===== config.mk =====
export PLATFORM = sky130hd
export DESIGN_NAME = fwd_unit
export DESIGN_NICKNAME = d
export VERILOG_FILES = /design/src/logic/rv_exec_pkg.sv /design/src/logic/fwd_unit.sv
export SDC_FILE = /design/constraint.sdc
export NUM_CORES = 1
export LEC_CHECK = 0
export ABC_AREA = 1
export ABC_CLOCK_PERIOD_IN_PS = 800
export BUFFER_PORTS_ARGS = -buffer_cell sky130_fd_sc_hd__buf_4
export CAP_MARGIN = 20
export CORE_AREA = 2 2 254 256
export DETAILED_ROUTE_END_ITERATION = 12
export DIE_AREA = 0 0 256 258
export PLACE_DENSITY_LB_ADDON = 0.1
export SLEW_MARGIN = 5
export SYNTH_ARGS = -nofsm -noshare
export SYNTH_HDL_FRONTEND = slang
export SYNTH_SLANG_ARGS = --single-unit

===== constraint.sdc =====
create_clock -name vclk -period 0.8
set_input_delay 0.12 -clock vclk [all_inputs]
set_output_delay 0.12 -clock vclk [all_outputs]
set_load 0.05 [all_outputs]

===== src/logic/rv_exec_pkg.sv =====
package rv_exec_pkg;

  // ##################################################
  // widths
  // ##################################################
  localparam int xlen       = 64;
  localparam int reg_idx_w  = 5;
  localparam int dmem_depth = 32;
  localparam int dmem_idx_w = $clog2(dmem_depth);

  // store length codes, one bit per access size
  localparam logic [3:0] sl_byte  = 4'b0001;
  localparam logic [3:0] sl_half  = 4'b0010;
  localparam logic [3:0] sl_word  = 4'b0100;
  localparam logic [3:0] sl_dword = 4'b1000;

  // ##################################################
  // opcodes
  // ##################################################
  typedef enum logic [4:0] {
    alu_add  = 5'd0,
    alu_sub  = 5'd1,
    alu_sll  = 5'd2,
    alu_slt  = 5'd3,
    alu_sltu = 5'd4,
    alu_xor  = 5'd5,
    alu_srl  = 5'd6,
    alu_sra  = 5'd7,
    alu_or   = 5'd8,
    alu_and  = 5'd9,
    alu_lui  = 5'd10,
    alu_link = 5'd11
  } alu_op_e;

  // same encoding as the funct3 field
  typedef enum logic [2:0] {
    br_beq  = 3'd0,
    br_bne  = 3'd1,
    br_blt  = 3'd4,
    br_bge  = 3'd5,
    br_bltu = 3'd6,
    br_bgeu = 3'd7
  } branch_op_e;

  typedef enum logic [2:0] {
    ld_lb  = 3'd0,
    ld_lh  = 3'd1,
    ld_lw  = 3'd2,
    ld_ld  = 3'd3,
    ld_lbu = 3'd4,
    ld_lhu = 3'd5,
    ld_lwu = 3'd6
  } load_op_e;

  typedef enum logic [2:0] {
    wb_alu  = 3'd0,
    wb_load = 3'd1,
    wb_none = 3'd2
  } wb_sel_e;

  // ##################################################
  // stage structs
  // ##################################################
  typedef struct packed {
    logic [reg_idx_w-1:0] index_rd;
    logic [reg_idx_w-1:0] index_rs1;
    logic [reg_idx_w-1:0] index_rs2;
    logic                 jump_en;
    logic                 branch_en;
    logic                 alu_pc_en;
    logic                 alu_imm_en;
    logic                 alu_en;
    logic                 alu_halfop;
    alu_op_e              alu_opcode;
    branch_op_e           branch_opcode;
    logic [xlen-1:0]      pc;
    logic [xlen-1:0]      imm;
    logic [xlen-1:0]      gpr_data1;
    logic [xlen-1:0]      gpr_data2;
    logic                 load_en;
    logic                 store_en;
    load_op_e             load_opcode;
    logic [3:0]           store_len;
    logic                 wb_en;
    wb_sel_e              wb_choose;
  } dec_instr_t;

  typedef struct packed {
    logic [reg_idx_w-1:0] index_rd;
    logic [reg_idx_w-1:0] index_rs1;
    logic [reg_idx_w-1:0] index_rs2;
    logic                 jump_en;
    logic                 branch_en;
    logic [xlen-1:0]      branch_pc;
    logic                 branch_result;
    logic [xlen-1:0]      alu_result;
    logic [xlen-1:0]      gpr_data2;
    logic [xlen-1:0]      imm;
    logic                 load_en;
    load_op_e             load_opcode;
    logic                 store_en;
    logic [3:0]           store_len;
    logic                 wb_en;
    wb_sel_e              wb_choose;
  } ex_out_t;

  typedef struct packed {
    logic                 wb_valid;
    logic [reg_idx_w-1:0] index_rd;
    logic [xlen-1:0]      wb_data;
  } wb_out_t;

endpackage


===== src/logic/fwd_unit.sv =====
`timescale 1ns/1ps

module fwd_unit import rv_exec_pkg::*; (
  input  dec_instr_t      instr,
  input  ex_out_t         ex,
  output logic            fw_en1,
  output logic            fw_en2,
  output logic [xlen-1:0] fw_data
);

  logic ex_writes_alu;

  // only alu results exist at this point, load data comes a cycle later
  assign ex_writes_alu = ex.wb_en
                         && (ex.wb_choose == wb_alu)
                         && (ex.index_rd != '0);

  // ##################################################
  // rs1 / rs2 match against the instruction in ex
  // ##################################################
  assign fw_en1 = ex_writes_alu && (instr.index_rs1 == ex.index_rd);
  assign fw_en2 = ex_writes_alu && (instr.index_rs2 == ex.index_rd);

  // one source value serves both operands
  assign fw_data = ex.alu_result;

endmodule


Yosys cells after proc, flatten, opt, wreduce, memory -nomap -nowiden
Cells that the tools add are included.
{ "word_totals": {"reg_bits": 0, "word_cells": 8} }
{ "op_classes": {"n_reduce_logical": 6, "eq_ne": 2} }
{ "ops": {"columns": ["operator", "n"], "rows": [
  ["equality test 5 bit", 2],
  ["nonzero test 5 bit", 1],
  ["logical AND 1 bit", 4],
  ["zero test 3 bit", 1]
]} }

Logic depth before layout (Yosys ltp)
{ "logic_depth": {"ltp_word": 4, "ltp_mapped": 6, "mapped_depth_nobuf": 6} }

Worst setup path before layout
Ideal clock, no wire load.
{ "synth_path": {"path_type": "in2out", "start": "in ex[2] (netlist name)", "end": "out fw_en1", "arrival_ns": 1.061, "slack_ns": -0.381, "stages": 5, "n_path_buf": 0, "required_ns": 0.680, "path_cell_list": "inv_1 > nand2_1 > nor3_1 > o21ai_1 > nor2_1"} }
{ "synth_between": {"elab_chain_cells": 4} }
{ "synth_rtl": {"columns": ["element", "line", "text"], "rows": [
  ["from (decl)", "fwd_unit.sv:5", "input ex_out_t ex,"],
  ["zero test 3 bit", "fwd_unit.sv:15", "&& (ex.wb_choose == wb_alu)"],
  ["logical AND 1 bit", "fwd_unit.sv:15", null],
  ["logical AND 1 bit", "fwd_unit.sv:16", "&& (ex.index_rd != '0);"],
  ["logical AND 1 bit", "fwd_unit.sv:21", "assign fw_en1 = ex_writes_alu && (instr.index_rs1 == ex.index_rd);"],
  ["to (decl)", "fwd_unit.sv:6", "output logic fw_en1,"]
]} }
No other way between the ends.

Final worst setup path
Same ends and word-level chain as after synthesis.

==> results.toml <==
[run_status]
status = "complete, but fails checks"
violations = "setup timing"

[worst_setup_path]
cp_max_fo = 2
cp.arrival_ns = 1.08
critPathCapture = "fw_en1"
crit_path_start_kind = "primary input"
criticalPathCategory = "primary input to primary output"
cp.required_ns = 0.68
crit_start = "ex[2]"
endpoint_kind = "primary output"

[grt]
grt_max_degree = 5
grt-ovfl-total = 0
grt_pass1_vias = 425
antenna_found_initial = 3
grt_pass1_wl_mm = 4.20
track_usage_pct = 0.958

[yosys]
synth-simple-area-share_pct = 21.1
ys_warn_count = 0
synth_compound_area_share_pct = 1.42
yosys-top-cells-count = "buf_4 (64), nand2_1 (26), inv_1 (11)"
synthCells = 119
syn_avg_cell_area_um2 = 5.92
synth_xor_area_share_pct = 1.24
ys_top_cells_by_area = "buf_4 (68%), nand2_1 (14%), inv_1 (5.9%), nor2_1 (2.7%), nand3_1 (2.1%)"
synth_most_common_cell = "buf_4"
synth_fp_nets = 704
yosysUniqueCellTypes = 11
synth_top_area_share_pct = 68.2
yosysTopAreaCell = "buf_4"
synth_fa_ha_area_share_pct = 0
netlist_area_um2 = 704
synth_top_family_by_area = "buffers and inverters"
synthMuxAreaShare_pct = 0
synth_seq_area_share_pct = 0

[finish]
fin_nets = 666
fin_util_pct = 2.48
drive_gt1_share_pct = 51.9
nFlopsAndLatches = 0
diodes = 0
nFillCells = 7650
nClkBuffers = 0
area_delta_synth_final_pct = 124
regArea_um2 = 0

[detailed_routing]
drt_iter0_markers = 9
drc = 0
avgViaCountPerCell = 0.461
first_pass_iters = 4
routed-via-count = 431
wl_mm = 3.37
antenna_left = 0
routedWlPerCell_um = 3.60

[sta]
hold_ws_ns = 0.240
setup_slack_ns = -0.404
setup_violations = 2
worst_slew_pin_slew_ns = 0.381
period_share_pct = 150
slew_headroom_pct = 74.5
hold_viol = 0
rsz0062_at_grt = "yes"
slew_viol_final = 0
max_freq_mhz = 831
tns_ns = -0.807
fin_crit_ns = 1.20

[die]
dieHeight_um = 258
ioPinCount = 651
start_util_pct = 1.11
die-area_um2 = 66000
rows = 93
core-area_um2 = 63600
chipWidth_um = 256

[power_and_ir_drop]
power_density_nw_per_um2 = 161
peakVddDrop_uv = 38.0
p_leak_uw = 0.000307

[worst_hold_path]
hp-class = "primary input to primary output"

[placed_design]
io_buffers = 21
routabilityCongestion = 0.527
dp_hpwl_mm = 3.22

[flow_run]
maxCapViolations = 0
[kinds of logic (layout without fill, tap and decap cells)]
kind of cell              after synthesis  after routing
buffers and inverters                  79             39
and+or+nand+nor                        37             37
AOI/OAI and AO/OA                       2              2
xor gates and xnor gates                1              1
[timing repair]
action / 4_1_cts / 5_1_grt
buffers inserted: 0 / 0
resized for setup: 9 / 2
endpoints found under the setup margin: 2 / 2
hold buffers: 0 / 0
pin swaps: 3 / 4
[power by group]
group | internal (µW) | switching [µW]
registers | 0 | 0
clock network | 0 | 0
logic | 123 | 131
[worst max-delay path, stage by stage]
cell and delay (ns):
buf_6 0.09, inv_2 0.04, nand2_2 0.05, nor3_4 0.31, o21ai_4 0.18, nor2_4 0.14, buf_8 0.15
[stage by stage]
| stage | setup slack [ns] | cells | power (µW) | area, µm² |
|---|---|---|---|---|
| 6_report | -0.404 | 934 | 254 | 1580 |
| 2_1_floorplan | -0.0443 | 119 | 954 | 763 |
| 3_3_place_gp | -0.713 | 934 | 253 | 1530 |
| 3_5_place_dp | -0.673 | 934 | 250 | 1530 |
| 5_1_grt | -0.467 | 934 | 287 | 1580 |
| 4_1_cts | -0.498 | 934 | 261 | 1570 |
[metal layers]
| layer | vias up | global-route usage [%] | share of wire, % |
|---|---|---|---|
| met1 | 174 | 1.27 | 45 |
| met4 | 6 | 0.0812 | 0.30 |
| met3 | 8 | 1.45 | 32 |
| li1 | 204 | - | - |
| met2 | 39 | 0.687 | 21 |
| met5 | - | 0 | 1.1 |
[how the worst min path moves through the flow]
stage                     startpoint           to  slack (ns)  cells after the start
after global placement       ex[154]  fw_data[13]        0.24                      0
after detailed placement     ex[154]  fw_data[13]        0.24                      0
after global routing         ex[160]  fw_data[19]        0.24                      0
final                        ex[155]  fw_data[14]        0.24                      0
after floorplan              ex[141]   fw_data[0]        0.41                      1
after CTS                    ex[154]  fw_data[13]        0.24                      0
[cells in the final DEF, fill, tap and decap left out]
cell type	instances
buf_8	2
inv_2	4
nand2_1	23
inv_1	9
nor2_2	1
buf_4	20
nand2_2	4
o21ai_1	1
nand3_1	2
inv_12	2
xnor2_2	1
buf_6	2
nor3_4	1
nand3_2	1
nor2_1	3
o21ai_4	1
nor2_4	2
[layout make-up]
type	count	area, µm²	share of cell area (%)
timing repair buffer	24	203	12.8
multi-input combinational	40	225	14.3
inverter	15	81.3	5.15
tap	855	1070	67.8
(Power assumes the default switching activity.)
