[src/logic/rv_exec_pkg.sv]
package rv_exec_pkg;

  // ##################################################
  // widths
  // ##################################################
  localparam int xlen       = 64;
  localparam int reg_idx_w  = 5;
  localparam int dmem_depth = 32;
  localparam int dmem_idx_w = $clog2(dmem_depth);

  // store length codes, one bit per access size
  localparam logic [3:0] sl_byte  = 4'b0001;
  localparam logic [3:0] sl_half  = 4'b0010;
  localparam logic [3:0] sl_word  = 4'b0100;
  localparam logic [3:0] sl_dword = 4'b1000;

  // ##################################################
  // opcodes
  // ##################################################
  typedef enum logic [4:0] {
    alu_add  = 5'd0,
    alu_sub  = 5'd1,
    alu_sll  = 5'd2,
    alu_slt  = 5'd3,
    alu_sltu = 5'd4,
    alu_xor  = 5'd5,
    alu_srl  = 5'd6,
    alu_sra  = 5'd7,
    alu_or   = 5'd8,
    alu_and  = 5'd9,
    alu_lui  = 5'd10,
    alu_link = 5'd11
  } alu_op_e;

  // same encoding as the funct3 field
  typedef enum logic [2:0] {
    br_beq  = 3'd0,
    br_bne  = 3'd1,
    br_blt  = 3'd4,
    br_bge  = 3'd5,
    br_bltu = 3'd6,
    br_bgeu = 3'd7
  } branch_op_e;

  typedef enum logic [2:0] {
    ld_lb  = 3'd0,
    ld_lh  = 3'd1,
    ld_lw  = 3'd2,
    ld_ld  = 3'd3,
    ld_lbu = 3'd4,
    ld_lhu = 3'd5,
    ld_lwu = 3'd6
  } load_op_e;

  typedef enum logic [2:0] {
    wb_alu  = 3'd0,
    wb_load = 3'd1,
    wb_none = 3'd2
  } wb_sel_e;

  // ##################################################
  // stage structs
  // ##################################################
  typedef struct packed {
    logic [reg_idx_w-1:0] index_rd;
    logic [reg_idx_w-1:0] index_rs1;
    logic [reg_idx_w-1:0] index_rs2;
    logic                 jump_en;
    logic                 branch_en;
    logic                 alu_pc_en;
    logic                 alu_imm_en;
    logic                 alu_en;
    logic                 alu_halfop;
    alu_op_e              alu_opcode;
    branch_op_e           branch_opcode;
    logic [xlen-1:0]      pc;
    logic [xlen-1:0]      imm;
    logic [xlen-1:0]      gpr_data1;
    logic [xlen-1:0]      gpr_data2;
    logic                 load_en;
    logic                 store_en;
    load_op_e             load_opcode;
    logic [3:0]           store_len;
    logic                 wb_en;
    wb_sel_e              wb_choose;
  } dec_instr_t;

  typedef struct packed {
    logic [reg_idx_w-1:0] index_rd;
    logic [reg_idx_w-1:0] index_rs1;
    logic [reg_idx_w-1:0] index_rs2;
    logic                 jump_en;
    logic                 branch_en;
    logic [xlen-1:0]      branch_pc;
    logic                 branch_result;
    logic [xlen-1:0]      alu_result;
    logic [xlen-1:0]      gpr_data2;
    logic [xlen-1:0]      imm;
    logic                 load_en;
    load_op_e             load_opcode;
    logic                 store_en;
    logic [3:0]           store_len;
    logic                 wb_en;
    wb_sel_e              wb_choose;
  } ex_out_t;

  typedef struct packed {
    logic                 wb_valid;
    logic [reg_idx_w-1:0] index_rd;
    logic [xlen-1:0]      wb_data;
  } wb_out_t;

endpackage

[src/logic/mem_stage.sv]
`timescale 1ns/1ps

module mem_stage import rv_exec_pkg::*; (
  input  logic    clk,
  input  logic    rstn,
  input  ex_out_t ex,
  output wb_out_t wb
);

  logic [xlen-1:0]       dmem [dmem_depth];
  logic [dmem_idx_w-1:0] word_idx;
  logic [2:0]            byte_off;
  logic [7:0]            st_be;
  logic [7:0]            wr_be;
  logic [xlen-1:0]       wr_data;
  logic [xlen-1:0]       rd_raw;
  logic [xlen-1:0]       load_val;
  logic [2:0]            size_mask;

  // doubleword index from bits 7:3, byte lane from bits 2:0
  assign word_idx = ex.alu_result[3 +: dmem_idx_w];
  assign byte_off = ex.alu_result[2:0];

  // ##################################################
  // store path
  // ##################################################
  always_comb begin
    case (ex.store_len)
      sl_byte:  st_be = 8'h01;
      sl_half:  st_be = 8'h03;
      sl_word:  st_be = 8'h0f;
      sl_dword: st_be = 8'hff;
      default:  st_be = 8'h00;
    endcase
  end

  assign wr_be   = st_be << byte_off;
  assign wr_data = ex.gpr_data2 << {byte_off, 3'b000};

  // zero fill on reset
  always_ff @(posedge clk) begin
    if (!rstn) begin
      for (int i = 0; i < dmem_depth; i++) begin
        dmem[i] <= '0;
      end
    end else if (ex.store_en) begin
      for (int b = 0; b < 8; b++) begin
        if (wr_be[b]) begin
          dmem[word_idx][b*8 +: 8] <= wr_data[b*8 +: 8];
        end
      end
    end
  end

  // ##################################################
  // load path
  // ##################################################
  assign rd_raw = dmem[word_idx] >> {byte_off, 3'b000};

  always_comb begin
    case (ex.load_opcode)
      ld_lb:   load_val = {{56{rd_raw[7]}}, rd_raw[7:0]};
      ld_lh:   load_val = {{48{rd_raw[15]}}, rd_raw[15:0]};
      ld_lw:   load_val = {{32{rd_raw[31]}}, rd_raw[31:0]};
      ld_ld:   load_val = rd_raw;
      ld_lbu:  load_val = {56'b0, rd_raw[7:0]};
      ld_lhu:  load_val = {48'b0, rd_raw[15:0]};
      ld_lwu:  load_val = {32'b0, rd_raw[31:0]};
      default: load_val = '0;
    endcase
  end

  // ##################################################
  // write-back register
  // ##################################################
  always_ff @(posedge clk) begin
    if (!rstn) begin
      wb.wb_valid <= 1'b0;
    end else begin
      wb.wb_valid <= ex.wb_en && (ex.index_rd != '0);
    end
  end

  always_ff @(posedge clk) begin
    wb.index_rd <= ex.index_rd;
    case (ex.wb_choose)
      wb_alu:  wb.wb_data <= ex.alu_result;
      wb_load: wb.wb_data <= load_val;
      default: wb.wb_data <= '0;
    endcase
  end

  // byte offset bits covered by the access size
  always_comb begin
    size_mask = 3'd0;
    if (ex.load_en) begin
      case (ex.load_opcode)
        ld_lh, ld_lhu: size_mask = 3'd1;
        ld_lw, ld_lwu: size_mask = 3'd3;
        ld_ld:         size_mask = 3'd7;
        default:       size_mask = 3'd0;
      endcase
    end else if (ex.store_en) begin
      case (ex.store_len)
        sl_half:  size_mask = 3'd1;
        sl_word:  size_mask = 3'd3;
        sl_dword: size_mask = 3'd7;
        default:  size_mask = 3'd0;
      endcase
    end
  end

  a_natural_align: assert property (
    @(posedge clk) disable iff (!rstn)
    (ex.load_en || ex.store_en) |-> ((byte_off & size_mask) == 3'd0)
  ) else $error("mem_stage: misaligned access at %h", ex.alu_result);

endmodule

[config.mk]
export PLATFORM = sky130hd
export DESIGN_NAME = mem_stage
export DESIGN_NICKNAME = d
export VERILOG_FILES = /design/src/logic/rv_exec_pkg.sv /design/src/logic/mem_stage.sv
export SDC_FILE = /design/constraint.sdc
export NUM_CORES = 2
export LEC_CHECK = 0
export BUFFER_PORTS_ARGS = -buffer_cell sky130_fd_sc_hd__clkbuf_2
export CAP_MARGIN = 20
export CORE_ASPECT_RATIO = 1.5
export CORE_MARGIN = 1.5
export CORE_UTILIZATION = 55
export CTS_BUF_LIST = sky130_fd_sc_hd__clkbuf_4 sky130_fd_sc_hd__clkbuf_8 sky130_fd_sc_hd__clkbuf_16
export DETAILED_ROUTE_END_ITERATION = 6
export PLACE_DENSITY_LB_ADDON = 0.05
export SLEW_MARGIN = 20
export SYNTH_ARGS = -nofsm -noshare
export SYNTH_HDL_FRONTEND = slang
export SYNTH_SLANG_ARGS = --single-unit
[constraint.sdc]
create_clock -name clk -period 10.6 [get_ports clk]
set_input_delay 3.18 -clock clk [delete_from_list [all_inputs] [get_ports clk]]
set_output_delay 3.18 -clock clk [all_outputs]
set_load 0.01 [all_outputs]
# After elaboration in Yosys (flattened, before gate mapping)
# Memory sizes are Yosys's and may differ from the RTL's.
# Index checks and enable logic that the tools add are counted.
dict set report word_totals {
  ff_bits 70
  latchBits 0
  mem_bits_rw 2048
  rom_bits 0
  inputBits 289
  output_inout_bits 70
  word_cells 62
  n_memories 1
}
# name depth width rd rd_ports_with_merged_regs wr line
set mem_list {}
lappend mem_list {dmem 32 64 1 0 32 mem_stage.sv:10} ;# logic [xlen-1:0] dmem [dmem_depth];
dict set report classes {
  add_sub_neg 0
  mul 0
  div_mod_pow 0
  order_cmp 0
  eq_ne 11
  shift 3
  mux 39
  n_bitwise 0
  reduce_logical 5
}
# operator n
set op_table {}
lappend op_table {{$pmux 64 s7} 1}
lappend op_table {{$pmux 64 s2} 1}
lappend op_table {{$mux 64} 1}
lappend op_table {{$reduce_or 64->1} 1}
lappend op_table {{$shl 64x6->64} 1}
lappend op_table {{$shr 64x6->64} 1}
lappend op_table {{$mux 1} 33}
lappend op_table {{$pmux 8 s4} 1}
lappend op_table {{$eq 3x3->1 const B} 3}
lappend op_table {{$mux 8} 1}
lappend op_table {{$shl 8x3->8} 1}
lappend op_table {{$eq 3x1->1 const B} 2}
lappend op_table {{$eq 3x2->1 const B} 2}
lappend op_table {{$logic_not 3->1} 2}
lappend op_table {{$mux 5} 1}
lappend op_table {{$reduce_bool 5->1} 1}
lappend op_table {{$eq 4x1->1 const B} 1}
lappend op_table {{$eq 4x2->1 const B} 1}
lappend op_table {{$eq 4x3->1 const B} 1}
lappend op_table {{$eq 4x4->1 const B} 1}
lappend op_table {{$logic_and 1x1->1} 1}

# Longest topological paths before layout
dict set report depth {
  depth_word 9
  mapped_depth 15
  mapped_depth_nobuf 8
}

# Worst setup path before layout
# No wires, ideal clock.
dict set report synth_path {
  path_type {input port to flip-flop}
  from {input ex[145] (netlist bit)}
  to {memory dmem[2][16], enable pin}
  setup_ns 0.384
  arrival_ns 5.960
  required_ns 10.216
  setup_slack_ns 4.256
  cell_stages 13
  path_buffers 10
  cell_sequence {buf_2 -> buf_6 -> buf_6 -> buf_4 -> buf_4 -> buf_2 -> buf_2 -> buf_2 -> nor2b_1 -> buf_2 -> nand2_1 -> clkbuf_1 -> o21ai_0}
}
# item line
set synth_rtl {}
lappend synth_rtl {{start: declaration} mem_stage.sv:6} ;# input ex_out_t ex,
lappend synth_rtl {{end: declaration} mem_stage.sv:10}

# Final worst setup path
dict set report layout_path {
  from {input ex[144] (netlist bit)}
  to {register wb[11] (netlist bit)}
}
dict set report layout_via {
  elab_chain_cells 4
}
# item line
set layout_lines {}
lappend layout_lines {{$mem_v2 32x64} n/a}
lappend layout_lines {{$shr 64x6->64} mem_stage.sv:58} ;# assign rd_raw = dmem[word_idx] >> {byte_off, 3'b000};
lappend layout_lines {{$pmux 64 s7} mem_stage.sv:61} ;# case (ex.load_opcode)
lappend layout_lines {{$pmux 64 s2} mem_stage.sv:86} ;# case (ex.wb_choose)
lappend layout_lines {{end: declaration} mem_stage.sv:7} ;# output wb_out_t wb
# No other way between the ends.
# A chain may end at the register's enable or synchronous reset.

==> impl_metrics.json <==
{
  "drc": 0,
  "finalWeightedCongestion": 0.954,
  "area_delta_synth_final_pct": 11.4,
  "async_flop_share_pct": 0,
  "antenna_found_initial": 16,
  "rows": 186,
  "fin_crit_ns": 7.80,
  "drive_above_1_share_pct": 16.0,
  "synth_edf_count": 2048,
  "die-area_um2": 174000,
  "maxCapViolCount": 0,
  "synth_cell_types": 72,
  "vias": 64700,
  "yosysWarningCount": 0,
  "setup_viol": 0,
  "mostFrequentLayoutCell": "nor2_1",
  "port_buffers": 216,
  "syn-num-nets": 7735,
  "overflow": 0,
  "post_cts_buffers": 0,
  "via_per_inst": 6.54,
  "cts_buffer_depth": 3,
  "grt_pass1_vias": 61900,
  "min_from": "dmem[4][41]",
  "cts-root-buf": "clkbuf_16",
  "cts_tree": "yes",
  "regArea_um2": 62900,
  "multi_input_area_um2": 28700,
  "initial_core_util_pct": 55.3,
  "setup_tns_ns": 0,
  "maxClockFrequency_mhz": 128,
  "fin_skew_ns": 0.0229,
  "postSynthCellCount": 7446,
  "status": "finished clean",
  "period_share_pct": 73.6,
  "final_cell_mix": "nor2_1, edfxtp_1, mux2i_1",
  "crit_type": "input pin to flip-flop",
  "crit_family": "simple AND/OR/NAND/NOR gates",
  "grt_start_max_net_pins": 100,
  "die_w_um": 341,
  "ys_seq_area_share_pct": 66.6,
  "crit_path_top_delay_cell": "nor4_1",
  "cts_resized": 0,
  "power.density_nw_per_um2": 176,
  "startpoint_type": "input pin",
  "netlist_area_um2": 94400,
  "endpoint_kind": "flip-flop",
  "slew_violations": 0,
  "holdWs_ns": 1.07,
  "cts_buffers": 195,
  "path_max_fanout": 51,
  "nNetsFinal": 7762,
  "dr.pass1.iters": 7,
  "synth_top_flop_cell": "edfxtp_1",
  "fp.coreArea_um2": 171000,
  "max_stage_delay_ns": 0.98,
  "avgSynthCellArea_um2": 12.7,
  "grt_pass1_wl_mm": 452,
  "cp-startpoint": "ex[144]",
  "ant_nets": 0,
  "hold_class": "flip-flop to flip-flop",
  "ys_ff_latch": 2118,
  "finalHoldViolations": 0,
  "detail_route.wl_per_cell_um": 32.8,
  "totalWireLength_mm": 325,
  "fillCellCount": 13400,
  "cts.clk_slew.worst_paths_ns": 0.06,
  "cts_htree_levels": 4,
  "tightest_slew_ns": 1.31,
  "die_h_um": 510,
  "worstPathArrival_ns": 8.52,
  "cp.required_ns": 11.32,
  "ir_drop_v": 0.000166,
  "io_pins": 359,
  "r2r_start": "dmem[6][63]",
  "dp_hpwl_mm": 218,
  "slew_headroom_pct": 11.8,
  "path_buf_inv": 4,
  "leakagePower_nw": 35.5,
  "cts.sinks": 2118,
  "track_usage_pct": 37.0,
  "ctsHoldBuffers": 0,
  "rsz0062_at_grt": "false",
  "drt-initial-drc-count": 8195,
  "insertion_delay_ns": 0.85,
  "path_cells": "buf_8, buf_12, nand4b_1, buf_4, buf_4, o22ai_1, nor4_1, nand4b_1, o21ai_0, o22ai_1, a221oi_1, nand2_1"
}
sequential cells by signal, summed over array words and instances (netlist names):
register	cells
dmem	2048
wb	70
Yosys cell counts (70+ instances only):
| cell type | count | area (µm²) |
|---|---|---|
| nor2_1 | 2130 | 8000 |
| edfxtp_1 | 2048 | 61500 |
| mux2i_1 | 758 | 7590 |
| clkbuf_1 | 612 | 2300 |
| o22ai_1 | 365 | 2280 |
| o21ai_0 | 309 | 1550 |
| nand2_1 | 193 | 724 |
| mux4_2 | 171 | 3850 |
| buf_2 | 127 | 636 |
| a22oi_1 | 87 | 653 |
| a21oi_1 | 77 | 385 |
| nor4_1 | 75 | 469 |
| dfxtp_1 | 70 | 1400 |
worst reg2reg max path: cells and delay by family, from the launching register on:
family / cells / cell delay, ns
simple gates: 3 / 1.77
buf+inv: 1 / 0.51
flops: 1 / 0.38
mux: 1 / 0.36
compound gates: 4 / 1.44
worst paths after layout:
kind,end,depth (start not counted),slack [ns]
worst min register to register,wb[25],7,1.07
worst min-delay path,wb[25],7,1.07
worst max register to register,wb[60],9,6.00
worst max-delay path,wb[11],12,2.80
per-layer routing:
| metal | share of wire, % | global-route usage [%] | wire length [µm] | vias to the layer above |
|---|---|---|---|---|
| li1 | - | - | - | 27300 |
| met1 | 35 | 46.0 | 113000 | 32500 |
| met2 | 47 | 59.9 | 154000 | 4094 |
| met3 | 11 | 8.74 | 37100 | 783 |
| met4 | 6.4 | 20.3 | 20900 | 12 |
| met5 | 0.028 | 0 | 92 | - |
cell families after synthesis:
group / share of synthesized area (%)
and+or+nand+nor: 11.1
DFF: 66.6
AOI/OAI and AO/OA: 6.37
muxes: 12.4
buffers and inverters: 3.48
xor gates and xnor gates: 0.0186
power by group:
part,switching [W],total [W],internal (W),leakage (nW)
clock network,0.00316,0.00715,0.00400,3.21
registers,0.000112,0.00968,0.00957,20.0
logic,0.00114,0.00163,0.000490,12.3
total,0.00441,0.0185,0.0141,35.5
stage by stage:
step | instances | utilization [%] | worst slack (ns) | power [W] | instance area (µm²)
after floorplan | 7446 | - | 4.26 | 0.0107 | 94400
after global placement | 9519 | 57.7 | 2.15 | 0.0114 | 98600
after detailed placement | 9531 | 57.8 | 2.24 | 0.0114 | 98700
after CTS | 9894 | 61.5 | 3.12 | 0.0184 | 105000
after global routing | 9896 | 61.6 | 2.84 | 0.0188 | 105000
final | 9898 | 61.6 | 2.80 | 0.0185 | 105000
area by class of cell:
type / count / share of cell area (%)
Clock inverter: 113 / 0.963
Multi-Input combinational cell: 4529 / 27.3
Tap cell: 2256 / 2.68
Sequential cell: 2118 / 59.8
Antenna cell: 3 / 0.00714
Clock buffer: 250 / 5.14
Timing Repair Buffer: 623 / 4.09
Inverter: 6 / 0.0226
Note: power is estimated with default switching activity, not from simulation.
